<file path="src/cop_pkg.sv">
////////////////////////////////////////////////////////////////////////////
// Shared definitions of the crypto co-processor
// Data and register address widths, custom-0 major opcode
// Class, subclass, pack width, result and FSM state types
// LFSR reset value and tap mask
////////////////////////////////////////////////////////////////////////////

`default_nettype none

package cop_pkg;

    localparam int XLEN   = 32;               // Data width
    localparam int CPR_AW = 4;                // 16 CPRs
    localparam int GPR_AW = 5;                // 32 GPRs

    localparam logic [6:0] COP_MAJOR = 7'b0001011; // custom-0

    // Instruction class, bits 9..7
    typedef enum logic [2:0] {
        ICLASS_MOVE    = 3'd0,                // GPR <-> CPR moves
        ICLASS_BITWISE = 3'd1,                // AND/OR/XOR/NOT
        ICLASS_PACKED  = 3'd2,                // Lane-wise add/sub
        ICLASS_RANDOM  = 3'd3                 // LFSR seed/sample
    } iclass_e;

    // Subclass codes overlap between classes, so plain constants
    typedef logic [3:0] sclass_e;
    localparam sclass_e SC_MV2GPR = 4'd0;     // CPR to GPR
    localparam sclass_e SC_MV2COP = 4'd1;     // GPR to CPR
    localparam sclass_e SC_AND    = 4'd0;
    localparam sclass_e SC_OR     = 4'd1;
    localparam sclass_e SC_XOR    = 4'd2;
    localparam sclass_e SC_NOT    = 4'd3;     // Unary, crs1 only
    localparam sclass_e SC_ADD    = 4'd0;
    localparam sclass_e SC_SUB    = 4'd1;
    localparam sclass_e SC_SEED   = 4'd0;     // Load LFSR from crs1
    localparam sclass_e SC_SAMPLE = 4'd1;     // Read and step LFSR

    typedef enum logic [1:0] {
        PW_32 = 2'd0,
        PW_16 = 2'd1,
        PW_8  = 2'd2                          // 3 is illegal
    } pw_e;

    typedef enum logic [2:0] {
        RES_SUCCESS = 3'd0,
        RES_BAD_INS = 3'd1                    // Illegal instruction
    } result_e;

    typedef enum logic [1:0] {
        FSM_IDLE      = 2'd0,                 // One cycle after reset
        FSM_WAITING   = 2'd1,                 // Ready for a request
        FSM_EXECUTING = 2'd2,                 // Units active
        FSM_FINISHED  = 2'd3                  // Response held
    } fsm_e;

    localparam logic [XLEN-1:0] RNG_RESET = 32'h0000_0001; // Never all zero
    localparam logic [XLEN-1:0] RNG_TAPS  = 32'h8020_0003; // Galois taps

endpackage

`default_nettype wire

</file>
<file path="src/cop_exec_if.sv">
////////////////////////////////////////////////////////////////////////////
// Execute bundle between control, decoder, CPR file and units
// Modports for decode, ctrl, unit and regs
////////////////////////////////////////////////////////////////////////////

`default_nettype none
`timescale 1ns/100ps

interface cop_exec_if;
    import cop_pkg::*;

    logic              valid;         // Execute strobe, one cycle
    logic              illegal;       // Decode rejected the encoding
    iclass_e           iclass;
    sclass_e           sclass;
    pw_e               pw;            // Pack width
    logic [CPR_AW-1:0] crs1;
    logic [CPR_AW-1:0] crs2;
    logic [CPR_AW-1:0] crd;
    logic [GPR_AW-1:0] rd;            // GPR destination
    logic [XLEN-1:0]   gpr_rs1;       // Captured CPU rs1

    modport decode (
        output illegal, iclass, sclass, pw, crs1, crs2, crd, rd
    );

    modport ctrl (
        output valid, gpr_rs1,
        input  illegal, iclass, sclass, rd
    );

    modport unit (
        input valid, illegal, iclass, sclass, pw, crs1, crs2, crd, rd, gpr_rs1
    );

    modport regs (
        input valid, crs1, crs2, crd
    );

endinterface

`default_nettype wire

</file>
<file path="src/cop_cprs.sv">
////////////////////////////////////////////////////////////////////////////
// Co-processor register file
// 16 x 32-bit CPRs, two asynchronous read ports, one merged write port
////////////////////////////////////////////////////////////////////////////

`default_nettype none
`timescale 1ns/100ps

module cop_cprs (
    input  wire                       g_clk,
    input  wire                       g_resetn,
    cop_exec_if.regs                  ex,
    input  wire                       palu_wen,    // From packed ALU
    input  wire  [cop_pkg::XLEN-1:0]  palu_wdata,
    input  wire                       rng_wen,     // From random source
    input  wire  [cop_pkg::XLEN-1:0]  rng_wdata,
    output logic [cop_pkg::XLEN-1:0]  crs1_rdata,
    output logic [cop_pkg::XLEN-1:0]  crs2_rdata
);
    import cop_pkg::*;

    logic [XLEN-1:0] cprs [2**CPR_AW];
    logic            crd_wen;
    logic [XLEN-1:0] crd_wdata;

    // Units never enable together
    assign crd_wen   = ex.valid && (palu_wen || rng_wen);
    assign crd_wdata = palu_wen ? palu_wdata : rng_wdata;

    assign crs1_rdata = cprs[ex.crs1];
    assign crs2_rdata = cprs[ex.crs2];

    always_ff @(posedge g_clk) begin
        if (!g_resetn) begin
            for (int i = 0; i < 2**CPR_AW; i++) begin
                cprs[i] <= '0;
            end
        end else if (crd_wen) begin
            cprs[ex.crd] <= crd_wdata;               // Whole-word write
        end
    end

endmodule

`default_nettype wire

</file>
<file path="src/cop_ctrl.sv">
////////////////////////////////////////////////////////////////////////////
// Co-processor control
// CPU handshake FSM, instruction and rs1 capture
// Execute strobe and GPR writeback / result registers
////////////////////////////////////////////////////////////////////////////

`default_nettype none
`timescale 1ns/100ps

module cop_ctrl (
    input  wire                         g_clk,
    input  wire                         g_resetn,
    input  wire                         cpu_insn_req,  // Instruction request
    output logic                        cop_insn_ack,  // Request acknowledge
    input  wire  [cop_pkg::XLEN-1:0]    cpu_insn_enc,
    input  wire  [cop_pkg::XLEN-1:0]    cpu_rs1,
    output logic                        cop_insn_rsp,  // Instruction finished
    input  wire                         cpu_insn_ack,  // Finish acknowledge
    cop_exec_if.ctrl                    ex,
    input  wire  [cop_pkg::XLEN-1:0]    crs1_rdata,    // Source for MV2GPR
    output logic                        cop_wen,
    output logic [cop_pkg::GPR_AW-1:0]  cop_waddr,
    output logic [cop_pkg::XLEN-1:0]    cop_wdata,
    output cop_pkg::result_e            cop_result,
    output logic [cop_pkg::XLEN-1:0]    insn_enc       // To decoder
);
    import cop_pkg::*;

    fsm_e cop_fsm;
    fsm_e n_cop_fsm;
    logic n_cop_insn_ack;
    logic n_cop_insn_rsp;
    logic insn_accept;
    logic insn_retired;
    logic executing;

    assign insn_accept  = cpu_insn_req && cop_insn_ack;
    assign insn_retired = cop_insn_rsp && cpu_insn_ack;
    assign executing    = cop_fsm == FSM_EXECUTING;

    always_comb begin
        n_cop_fsm      = cop_fsm;
        n_cop_insn_ack = 1'b0;
        n_cop_insn_rsp = 1'b0;
        case (cop_fsm)
            FSM_IDLE: begin
                n_cop_fsm      = FSM_WAITING;
                n_cop_insn_ack = 1'b1;
            end
            FSM_WAITING: begin
                if (insn_accept) begin
                    n_cop_fsm      = FSM_EXECUTING;  // Ack drops at acceptance
                end else begin
                    n_cop_insn_ack = 1'b1;
                end
            end
            FSM_EXECUTING: begin
                n_cop_fsm      = FSM_FINISHED;       // Single-cycle execute
                n_cop_insn_rsp = 1'b1;
            end
            default: begin
                if (insn_retired) begin
                    n_cop_fsm      = FSM_WAITING;
                    n_cop_insn_ack = 1'b1;           // Ready on retire edge
                end else begin
                    n_cop_insn_rsp = 1'b1;           // Hold under back-pressure
                end
            end
        endcase
    end

    always_ff @(posedge g_clk) begin
        if (!g_resetn) begin
            cop_fsm      <= FSM_IDLE;
            cop_insn_ack <= 1'b0;
            cop_insn_rsp <= 1'b0;
        end else begin
            cop_fsm      <= n_cop_fsm;
            cop_insn_ack <= n_cop_insn_ack;
            cop_insn_rsp <= n_cop_insn_rsp;
        end
    end

    // Encoding and rs1 held for the whole instruction
    always_ff @(posedge g_clk) begin
        if (insn_accept) begin
            insn_enc   <= cpu_insn_enc;
            ex.gpr_rs1 <= cpu_rs1;
        end
    end

    assign ex.valid = executing && !ex.illegal;  // No strobe for bad encodings

    always_ff @(posedge g_clk) begin
        if (!g_resetn) begin
            cop_wen    <= 1'b0;
            cop_result <= RES_SUCCESS;
        end else if (executing) begin
            cop_wen    <= !ex.illegal && ex.iclass == ICLASS_MOVE &&
                          ex.sclass == SC_MV2GPR;
            cop_result <= ex.illegal ? RES_BAD_INS : RES_SUCCESS;
        end
    end

    always_ff @(posedge g_clk) begin
        if (executing) begin
            cop_waddr <= ex.rd;
            cop_wdata <= crs1_rdata;                 // Only meaningful for MV2GPR
        end
    end

endmodule

`default_nettype wire

</file>
<file path="src/cop_decode.sv">
////////////////////////////////////////////////////////////////////////////
// Instruction decoder
// Field slicing and legality check of the captured encoding
////////////////////////////////////////////////////////////////////////////

`default_nettype none
`timescale 1ns/100ps

module cop_decode (
    input  wire  [cop_pkg::XLEN-1:0] insn_enc,   // Captured instruction
    cop_exec_if.decode               ex          // Decoded fields
);
    import cop_pkg::*;

    logic [6:0] major;                           // Major opcode
    logic [2:0] class_raw;
    logic [3:0] sclass_raw;
    logic       bad_major;
    logic       bad_sclass;                      // Class or subclass out of range
    logic       bad_pw;

    assign major      = insn_enc[6:0];
    assign class_raw  = insn_enc[9:7];
    assign sclass_raw = insn_enc[13:10];

    assign ex.iclass = iclass_e'(class_raw);
    assign ex.sclass = sclass_e'(sclass_raw);
    assign ex.pw     = pw_e'(insn_enc[30:29]);
    assign ex.crs2   = insn_enc[27:24];
    assign ex.crs1   = insn_enc[23:20];
    assign ex.crd    = insn_enc[18:15];
    assign ex.rd     = insn_enc[19:15];          // Overlaps crd, one bit wider

    assign bad_major = major != COP_MAJOR;

    // Subclass range depends on class
    always_comb begin
        case (class_raw)
            3'd0:    bad_sclass = sclass_raw > SC_MV2COP;
            3'd1:    bad_sclass = sclass_raw > SC_NOT;
            3'd2:    bad_sclass = sclass_raw > SC_SUB;
            3'd3:    bad_sclass = sclass_raw > SC_SAMPLE;
            default: bad_sclass = 1'b1;          // Class 4..7 unused
        endcase
    end

    // Width 3 only matters for packed arithmetic
    assign bad_pw = (class_raw == 3'd2) && (&insn_enc[30:29]);

    assign ex.illegal = bad_major || bad_sclass || bad_pw;

endmodule

`default_nettype wire

</file>
<file path="src/cop_palu.sv">
////////////////////////////////////////////////////////////////////////////
// Packed ALU
// GPR-to-CPR move, bitwise logic, lane-wise add/sub at 32, 16 and 8 bits
////////////////////////////////////////////////////////////////////////////

`default_nettype none
`timescale 1ns/100ps

module cop_palu (
    cop_exec_if.unit                  ex,
    input  wire  [cop_pkg::XLEN-1:0]  crs1_rdata,
    input  wire  [cop_pkg::XLEN-1:0]  crs2_rdata,
    output logic                      palu_wen,
    output logic [cop_pkg::XLEN-1:0]  palu_wdata
);
    import cop_pkg::*;

    logic            is_sub;
    logic [XLEN-1:0] add_b;      // Second operand, inverted for SUB
    logic            cin;        // Running byte carry
    logic [8:0]      byte_sum;
    logic [XLEN-1:0] pack_res;
    logic [XLEN-1:0] bit_res;

    assign is_sub = ex.sclass == SC_SUB;
    assign add_b  = is_sub ? ~crs2_rdata : crs2_rdata;

    // Byte-sliced adder, carry chain cut at each lane start
    // SUB gets a + ~b + 1 per lane via carry-in
    always_comb begin
        cin      = is_sub;
        pack_res = '0;
        byte_sum = '0;
        for (int i = 0; i < XLEN/8; i++) begin
            if ((ex.pw == PW_8) || (ex.pw == PW_16 && i % 2 == 0)) begin
                cin = is_sub;                          // New lane
            end
            byte_sum = {1'b0, crs1_rdata[8*i +: 8]} + {1'b0, add_b[8*i +: 8]} +
                       {8'd0, cin};
            pack_res[8*i +: 8] = byte_sum[7:0];
            cin = byte_sum[8];
        end
    end

    always_comb begin
        case (ex.sclass)
            SC_AND:  bit_res = crs1_rdata & crs2_rdata;
            SC_OR:   bit_res = crs1_rdata | crs2_rdata;
            SC_XOR:  bit_res = crs1_rdata ^ crs2_rdata;
            default: bit_res = ~crs1_rdata;           // SC_NOT
        endcase
    end

    always_comb begin
        case (ex.iclass)
            ICLASS_MOVE:    palu_wdata = ex.gpr_rs1;  // MV2COP
            ICLASS_BITWISE: palu_wdata = bit_res;
            default:        palu_wdata = pack_res;
        endcase
    end

    // MV2GPR goes out through ctrl, not the CPR file
    assign palu_wen = ex.valid &&
                      ((ex.iclass == ICLASS_MOVE && ex.sclass == SC_MV2COP) ||
                       ex.iclass == ICLASS_BITWISE ||
                       ex.iclass == ICLASS_PACKED);

endmodule

`default_nettype wire

</file>
<file path="src/cop_rng.sv">
////////////////////////////////////////////////////////////////////////////
// Random source
// 32-bit Galois LFSR with seed and sample operations
////////////////////////////////////////////////////////////////////////////

`default_nettype none
`timescale 1ns/100ps

module cop_rng (
    input  wire                       g_clk,
    input  wire                       g_resetn,
    cop_exec_if.unit                  ex,
    input  wire  [cop_pkg::XLEN-1:0]  crs1_rdata,  // Seed value
    output logic                      rng_wen,
    output logic [cop_pkg::XLEN-1:0]  rng_wdata
);
    import cop_pkg::*;

    logic [XLEN-1:0] lfsr;
    logic [XLEN-1:0] lfsr_step;
    logic            rng_op;
    logic            do_seed;

    assign rng_op  = ex.valid && ex.iclass == ICLASS_RANDOM;
    assign do_seed = rng_op && ex.sclass == SC_SEED;

    // Shift right, fold taps in when a one drops out
    assign lfsr_step = (lfsr >> 1) ^ ({XLEN{lfsr[0]}} & RNG_TAPS);

    assign rng_wen   = rng_op && ex.sclass == SC_SAMPLE;
    assign rng_wdata = lfsr;                         // Pre-step value

    always_ff @(posedge g_clk) begin
        if (!g_resetn) begin
            lfsr <= RNG_RESET;
        end else if (do_seed) begin
            lfsr <= (crs1_rdata == '0) ? RNG_RESET : crs1_rdata; // Zero would lock up
        end else if (rng_wen) begin
            lfsr <= lfsr_step;
        end
    end

endmodule

`default_nettype wire

</file>
<file path="src/cop_top.sv">
////////////////////////////////////////////////////////////////////////////
// Crypto co-processor top level
// Control, decoder, CPR file, packed ALU and random source
////////////////////////////////////////////////////////////////////////////

`default_nettype none
`timescale 1ns/100ps

module cop_top (
    input  wire                         g_clk,         // Global clock
    input  wire                         g_resetn,      // Sync, active low
    input  wire                         cpu_insn_req,
    input  wire  [cop_pkg::XLEN-1:0]    cpu_insn_enc,
    input  wire  [cop_pkg::XLEN-1:0]    cpu_rs1,
    output logic                        cop_insn_ack,
    output logic                        cop_insn_rsp,
    input  wire                         cpu_insn_ack,
    output logic                        cop_wen,       // GPR write enable
    output logic [cop_pkg::GPR_AW-1:0]  cop_waddr,
    output logic [cop_pkg::XLEN-1:0]    cop_wdata,
    output cop_pkg::result_e            cop_result
);
    import cop_pkg::*;

    logic [XLEN-1:0] insn_enc;       // Captured encoding
    logic [XLEN-1:0] crs1_rdata;
    logic [XLEN-1:0] crs2_rdata;
    logic            palu_wen;
    logic [XLEN-1:0] palu_wdata;
    logic            rng_wen;
    logic [XLEN-1:0] rng_wdata;

    cop_exec_if i_exec_if ();

    cop_ctrl i_cop_ctrl (
        .g_clk        (g_clk),
        .g_resetn     (g_resetn),
        .cpu_insn_req (cpu_insn_req),
        .cop_insn_ack (cop_insn_ack),
        .cpu_insn_enc (cpu_insn_enc),
        .cpu_rs1      (cpu_rs1),
        .cop_insn_rsp (cop_insn_rsp),
        .cpu_insn_ack (cpu_insn_ack),
        .ex           (i_exec_if),
        .crs1_rdata   (crs1_rdata),
        .cop_wen      (cop_wen),
        .cop_waddr    (cop_waddr),
        .cop_wdata    (cop_wdata),
        .cop_result   (cop_result),
        .insn_enc     (insn_enc)
    );

    cop_decode i_cop_decode (
        .insn_enc (insn_enc),
        .ex       (i_exec_if)
    );

    cop_cprs i_cop_cprs (
        .g_clk      (g_clk),
        .g_resetn   (g_resetn),
        .ex         (i_exec_if),
        .palu_wen   (palu_wen),
        .palu_wdata (palu_wdata),
        .rng_wen    (rng_wen),
        .rng_wdata  (rng_wdata),
        .crs1_rdata (crs1_rdata),
        .crs2_rdata (crs2_rdata)
    );

    cop_palu i_cop_palu (
        .ex         (i_exec_if),
        .crs1_rdata (crs1_rdata),
        .crs2_rdata (crs2_rdata),
        .palu_wen   (palu_wen),
        .palu_wdata (palu_wdata)
    );

    cop_rng i_cop_rng (
        .g_clk      (g_clk),
        .g_resetn   (g_resetn),
        .ex         (i_exec_if),
        .crs1_rdata (crs1_rdata),
        .rng_wen    (rng_wen),
        .rng_wdata  (rng_wdata)
    );

endmodule

`default_nettype wire
</file>
<file path="config.mk">
export PLATFORM = sky130hd
export DESIGN_NAME = cop_top
export DESIGN_NICKNAME = d
export VERILOG_FILES = /design/src/cop_pkg.sv /design/src/cop_exec_if.sv /design/src/cop_cprs.sv /design/src/cop_ctrl.sv /design/src/cop_decode.sv /design/src/cop_palu.sv /design/src/cop_rng.sv /design/src/cop_top.sv
export SDC_FILE = /design/constraint.sdc
export NUM_CORES = 1
export LEC_CHECK = 0
export BUFFER_PORTS_ARGS = -buffer_cell sky130_fd_sc_hd__buf_4
export CORE_MARGIN = 2
export CORE_UTILIZATION = 55
export CTS_CLUSTER_DIAMETER = 60
export CTS_CLUSTER_SIZE = 30
export DETAILED_ROUTE_END_ITERATION = 6
export HOLD_SLACK_MARGIN = 0.08
export PLACE_DENSITY = 0.72
export SLEW_MARGIN = 10
export SYNTH_ARGS = -nofsm -noshare
export SYNTH_HDL_FRONTEND = slang
export SYNTH_SLANG_ARGS = --single-unit
</file>
<file path="constraint.sdc">
create_clock -name g_clk -period 11.2 [get_ports g_clk]
set_input_delay 1.68 -clock g_clk [delete_from_list [all_inputs] [get_ports g_clk]]
set_output_delay 1.68 -clock g_clk [all_outputs]
set_load 0.02 [all_outputs]
</file>
==> run_results.csv, run 1 <==
group,metric,value,unit
timing,hold_violations,0,
cts,clk_latency,0.65,ns
die,io_pins,111,
route,wirelength,105,mm
cts,hold_buffers,0,
route,drt_pass1_iterations,6,
logic_synthesis,seq_area_frac_synth,55.1,%
critical_path,r2r_slack,0.85,ns
route,ant_nets,0,
critical_path,reg2reg_to,"i_cop_cprs.cprs[1][25]$_SDFFCE_PN0P_",
route,drc_errors,0,
timing,fmax,96.6,MHz
global_route,grt_pass1_vias,24100,
critical_path,rr_worst_depth,37,
logic_synthesis,synth_top_area_share,52.5,%
timing,tightest_slew,1.17,ns
logic_synthesis,synth-main-ff-cell,"edfxtp_1",
timing,drv_slew,0,
global_route,grt_max_degree,107,
critical_path,crit_path_start_kind,"flip-flop",
timing,finClkSkew,0.0431,ns
route,num_vias,24100,
route,wl_per_cell,30.6,um
route,drt_iter0_drc,3593,
cts,post-cts-setup-buffers,0,
cells_and_area,syn2layout_area_growth,9.43,%
power,power,7.14,mW
timing,finalCritPeriodShare,92.4,%
logic_synthesis,avgSynthCellArea,13.7,um2
global_route,grt_pass1_wl,155,mm
critical_path,required,11.55,ns
cts,path_clk_slew,0.09,ns
cts,cts_sinks,656,
cells_and_area,drive_gt1_share,25.2,%
critical_path,path_max_fanout,24,
cells_and_area,nets,2738,
critical_path,cpPeakStageDelay,0.71,ns
critical_path,critPathKind,"reg2reg",
power,ir_drop,109,uV
place,dp_hpwl,64.2,mm
die,core.rowCount,92,
global_route,antenna_found_initial,0,
run_status,status,"finished, final reports clean",
place,place_congestion,0.880,
logic_synthesis,yosysTopAreaCell,"edfxtp_1",
timing,setup_viol,0,
global_route,globalRouteTotalUtil,32.2,%
logic_synthesis,yosysWarnings,0,
die,die_x,256,um
logic_synthesis,synth.area.top_cells,"edfxtp_1, mux4_2, nor2_1",
die,die_h,256,um
cts,clock_path_buffers,3,
min_path,hp-class,"reg2reg",
job,cap_violations,0,
die,design.core.area,63000,um2
route,vias_per_cell,6.98,
cts,numCtsBuffers,45,
min_path,worstHoldEndpoint,"i_cop_ctrl.cop_waddr[4]$_DFFE_PP_",
die,start_util,55.4,%
timing,rsz0062_at_grt,"no",
min_path,min-delay-start,"i_cop_ctrl.insn_enc[19]$_DFFE_PP_",
power,leakage,13.3,nW
global_route,overflow,0,
timing,maxSlewHeadroom,22.2,%
place,port_buffers,105,
critical_path,cp.arrival,10.70,ns
cts,cts_tree,"done",
cts,postCtsResizedCells,0,
logic_synthesis,synth_edf_count,610,
logic_synthesis,syn_inst,2556,
logic_synthesis,ys_top_cells_by_count,"edfxtp_1, nor2_1, mux4_2",
min_path,hold_path_depth,0,
logic_synthesis,synth_cell_types,68,
cts,htreeDepth,2,
logic_synthesis,synth_most_common_cell,"edfxtp_1",
cts,clock-root-buffer,"clkbuf_16",
power,power_density,187,nW/um2
critical_path,end_kind,"flip-flop",
logic_synthesis,async_reset_ff_share,0,%
logic_synthesis,syn_area,34900,um2
timing,min_period,10.35,ns
timing,final.setup.tns,0,ns
critical_path,worst_path_max_delay_cell,"a21oi_2",
die,dieArea,65500,um2
cells_and_area,antenna_cells,0,
logic_synthesis,ys_ff_latch,656,
-- power breakdown --
| group | internal [mW] | switching, mW | leakage, nW |
|---|---|---|---|
| combinational | 0.987 | 1.35 | 5.97 |
| sequential | 2.83 | 0.118 | 6.57 |
| clock | 0.861 | 0.989 | 0.798 |
| total | 4.68 | 2.46 | 13.3 |
-- cell usage in the layout (no fill, tap or decap), types with 5 or more instances in the layout --
master and instances:
ha_1 98, nand2_1 131, fa_1 7, a31oi_1 7, inv_8 7, dfxtp_1 40
nor4_1 9, a211o_1 6, edfxtp_1 610, a221o_1 19, nor3_1 44, o31ai_1 6
mux4_2 287, nor2_1 497, clkinv_8 9, buf_4 186, nor2_2 6, a21boi_0 8
nand3_1 7, a21oi_1 43, xor2_1 6, inv_1 81, and2_1 6, nor2b_1 13
clkbuf_16 47, o211ai_1 5, o211a_1 33, o21a_1 7, nor3b_1 7, nand2_2 17
mux2_2 40, a21o_1 7, xnor2_1 35, o21ai_0 51, a221oi_1 12, o22ai_1 6
a21oi_2 9, a22oi_1 101
-- through the flow --
step	utilization [%]	cell area (um2)	hold slack [ns]	worst slack, ns	std cells
CTS	60.6	38200	0.450	0.863	3446
global route	60.7	38200	0.469	0.179	3447
finish	60.7	38200	0.442	0.850	3447
detailed placement	58.0	36500	0.433	0.926	3362
global placement	58.0	36500	0.414	1.10	3362
floorplan	-	34900	0.400	1.97	2557
-- flip-flops by register name (all words and copies together) (netlist names), 2 cells and up, named ones only --
signal                 cells
i_cop_cprs.cprs          512
i_cop_ctrl.cop_wdata      32
i_cop_ctrl.ex.gpr_rs1     32
i_cop_rng.rng_wdata       32
i_cop_ctrl.insn_enc       29
i_cop_ctrl.cop_waddr       5
i_cop_ctrl.cop_fsm         2
-- layout make-up --
type                       count  area, um2
inverter                      82        308
clock buffer                  50       1190
timing repair buffer         187       1420
clock inverter                34        448
fill                        4672      24800
multi-input combinational   1592      14500
sequential                   656      19300
tap                          846       1060
-- kinds of logic (layout without fill, tap and decap cells) --
family / Yosys count / after routing / share of synthesized area, %
and+or+nand+nor: 770 / 770 / 9.07
DFF: 656 / 656 / 55.1
AOI/OAI and AO/OA: 344 / 344 / 7.32
muxes: 328 / 328 / 19.8
buffers and inverters: 309 / 353 / 3.64
adders and majority gates: 106 / 106 / 3.95
xor gates and xnor gates: 42 / 42 / 1.08
other: 1 / 2 / 0.0107
-- metal layers --
layer | up-vias | GRT usage, % | share of wire, %
li1 | 9753 | - | -
met1 | 12100 | 41.0 | 34
met2 | 1810 | 52.6 | 48
met3 | 370 | 6.63 | 13
met4 | 0 | 16.6 | 5.7
met5 | - | 0 | 0
-- worst max-delay path by stage --
stage / start / endpoint / slack, ns / cells past startpoint
detailed placement: flip-flop / i_cop_cprs.cprs[14][31]$_SDFFCE_PN0P_ / 0.93 / 40
floorplan: flip-flop / i_cop_cprs.cprs[11][30]$_SDFFCE_PN0P_ / 1.97 / 44
finish: flip-flop / i_cop_cprs.cprs[1][25]$_SDFFCE_PN0P_ / 0.85 / 37
global route: flip-flop / i_cop_cprs.cprs[12][31]$_SDFFCE_PN0P_ / 0.18 / 40
global placement: flip-flop / i_cop_cprs.cprs[5][31]$_SDFFCE_PN0P_ / 1.10 / 40
CTS: flip-flop / i_cop_cprs.cprs[1][25]$_SDFFCE_PN0P_ / 0.86 / 37
-- critical path: cells and delay by family, from the launching register on --
family                   cells  cell delay (ns)
AO/OA/AOI/OAI               20             3.93
XOR/XNOR                     1             0.23
flip-flops                   1             0.66
multiplexers                 2             1.14
buffers and inverters        1             0.08
AND/OR/NAND/NOR              6             0.94
adder cells (fa/ha/maj)      7             3.05
(Power assumes the default switching activity.)
==> inputs of run 2 (changes only) <==
Settings changed: CAP_MARGIN set to 10, RECOVER_POWER set to 50.
==> run_results.csv, run 2 (synthesis results as in run 1) <==
group,metric,value,unit
die,start_util,55.4,%
cts,cts_sinks,656,
die,dieArea,65500,um2
run_status,violations,"capacitance limit, slew limit",
route,wirelength,106,mm
timing,finClkSkew,0.0418,ns
min_path,min-delay-start,"i_cop_ctrl.insn_enc[19]$_DFFE_PP_",
critical_path,crit_path_start_kind,"flip-flop",
timing,rsz0062_at_grt,"no",
power,ir_drop,110,uV
cts,post-cts-setup-buffers,0,
critical_path,required,11.49,ns
timing,final.setup.tns,0,ns
die,core.rowCount,92,
power,leakage,13.1,nW
place,dp_hpwl,64.2,mm
cts,htreeDepth,2,
die,die_h,256,um
cells_and_area,antenna_cells,0,
global_route,grt_pass1_vias,24100,
timing,maxSlewHeadroom,-142,%
timing,drv_slew,658,
min_path,worstHoldEndpoint,"i_cop_ctrl.cop_waddr[4]$_DFFE_PP_",
route,wl_per_cell,30.6,um
route,drt_pass1_iterations,6,
cts,clock-root-buffer,"clkbuf_16",
critical_path,reg2reg_to,"i_cop_cprs.cprs[2][25]$_SDFFCE_PN0P_",
cts,clock_path_buffers,3,
cells_and_area,mostFrequentLayoutCells,"edfxtp_1, nor2_1, mux4_2, nand2_1, a22oi_1",
min_path,hp-class,"reg2reg",
place,port_buffers,105,
cells_and_area,regMostFlops,"i_cop_cprs.cprs",
job,cap_violations,20,
place,pre_cts_ws,0.926,ns
critical_path,cp.arrival,10.77,ns
route,drc_errors,0,
route,drt_iter0_drc,3444,
critical_path,critPathKind,"reg2reg",
timing,hold_violations,0,
timing,tightest_slew,3.63,ns
cells_and_area,final_util,60.2,%
min_path,hold_path_depth,0,
die,io_pins,111,
cts,numCtsBuffers,45,
place,dpl_cell_area,36500,um2
critical_path,end_kind,"flip-flop",
timing,setup_ws,0.716,ns
critical_path,cpPeakStageDelay,0.80,ns
cells_and_area,nets,2738,
cts,hold_buffers,0,
cells_and_area,syn2layout_area_growth,8.62,%
power,power_density,188,nW/um2
die,die_x,256,um
timing,finalCritPeriodShare,93.6,%
cells_and_area,drive_gt1_share,22.1,%
critical_path,worst_path_max_delay_cell,"a21oi_2",
critical_path,r2r_slack,0.72,ns
global_route,antenna_found_initial,0,
global_route,globalRouteTotalUtil,32.2,%
timing,min_period,10.48,ns
timing,setup_viol,0,
cts,cts_tree,"done",
cells_and_area,largest_reg_flops,512,
global_route,overflow,0,
die,design.core.area,63000,um2
global_route,grt_pass1_wl,155,mm
cts,path_clk_slew,0.09,ns
place,place_congestion,0.880,
route,vias_per_cell,6.93,
critical_path,rr_worst_depth,37,
cells_and_area,final_area,37900,um2
route,ant_nets,0,
cells_and_area,fill_cells,4783,
timing,fmax,95.4,MHz
cts,clk_latency,0.65,ns
route,num_vias,23900,
cts,postCtsResizedCells,0,
run_status,status,"complete, but fails checks",
cells_and_area,layout_commonest_cell,"edfxtp_1",
critical_path,path_max_fanout,24,
global_route,grt_max_degree,107,
-- run 2: cell types whose count changed in the layout (fill, tap and decap cells not counted), sizes merged --
cell	before	now
clkbuf	50	174
clkinv	17	18
inv	98	97
buf	187	63
-- run 2: worst max-delay path by stage --
stage,cells after the start,to,start,slack (ns)
after floorplan,44,i_cop_cprs.cprs[11][30]$_SDFFCE_PN0P_,flip-flop,1.97
after global placement,40,i_cop_cprs.cprs[5][31]$_SDFFCE_PN0P_,flip-flop,1.10
after detailed placement,40,i_cop_cprs.cprs[14][31]$_SDFFCE_PN0P_,flip-flop,0.93
after CTS,37,i_cop_cprs.cprs[1][25]$_SDFFCE_PN0P_,flip-flop,0.86
after global routing,37,i_cop_cprs.cprs[2][25]$_SDFFCE_PN0P_,flip-flop,0.09
final,37,i_cop_cprs.cprs[2][25]$_SDFFCE_PN0P_,flip-flop,0.72
-- run 2: area by class of cell --
type,count,area (um2),area share [%]
repair buffers,187,1180,3.10
well taps,846,1060,2.79
multi-input cells,1592,14500,38.2
inverters,82,308,0.812
clock inverters,34,448,1.18
flip-flops and latches,656,19300,50.8
clock buffers,50,1190,3.13
-- run 2: through the flow --
| stage | cells | hold WS [ns] | power [mW] |
|---|---|---|---|
| after floorplan | 2557 | 0.400 | 4.60 |
| after global placement | 3362 | 0.414 | 5.21 |
| after detailed placement | 3362 | 0.433 | 5.29 |
| after CTS | 3446 | 0.450 | 7.11 |
| after global routing | 3447 | 0.469 | 7.39 |
| final | 3447 | 0.441 | 7.13 |
-- run 2: report_power, final --
group          switching, mW  internal [mW]  leakage [nW]
logic                   1.35          0.965          5.73
clock network          0.992          0.861         0.798
registers              0.118           2.84          6.57
-- run 2: critical path: cells and delay by family (launching register included) --
family                     cells  cell delay, ns
adders and majority gates      7            3.07
muxes                          2            1.13
AOI/OAI and AO/OA             20            4.03
DFF                            1            0.66
xor gates and xnor gates       1            0.23
and+or+nand+nor                6            0.89
buffers and inverters          1            0.08
-- run 2: per-layer routing --
metal  GRT usage [%]  part of all wire, %
met5               0                    0
met4            16.6                  5.5
met3            6.63                   13
met2            52.6                   48
met1            41.0                   34
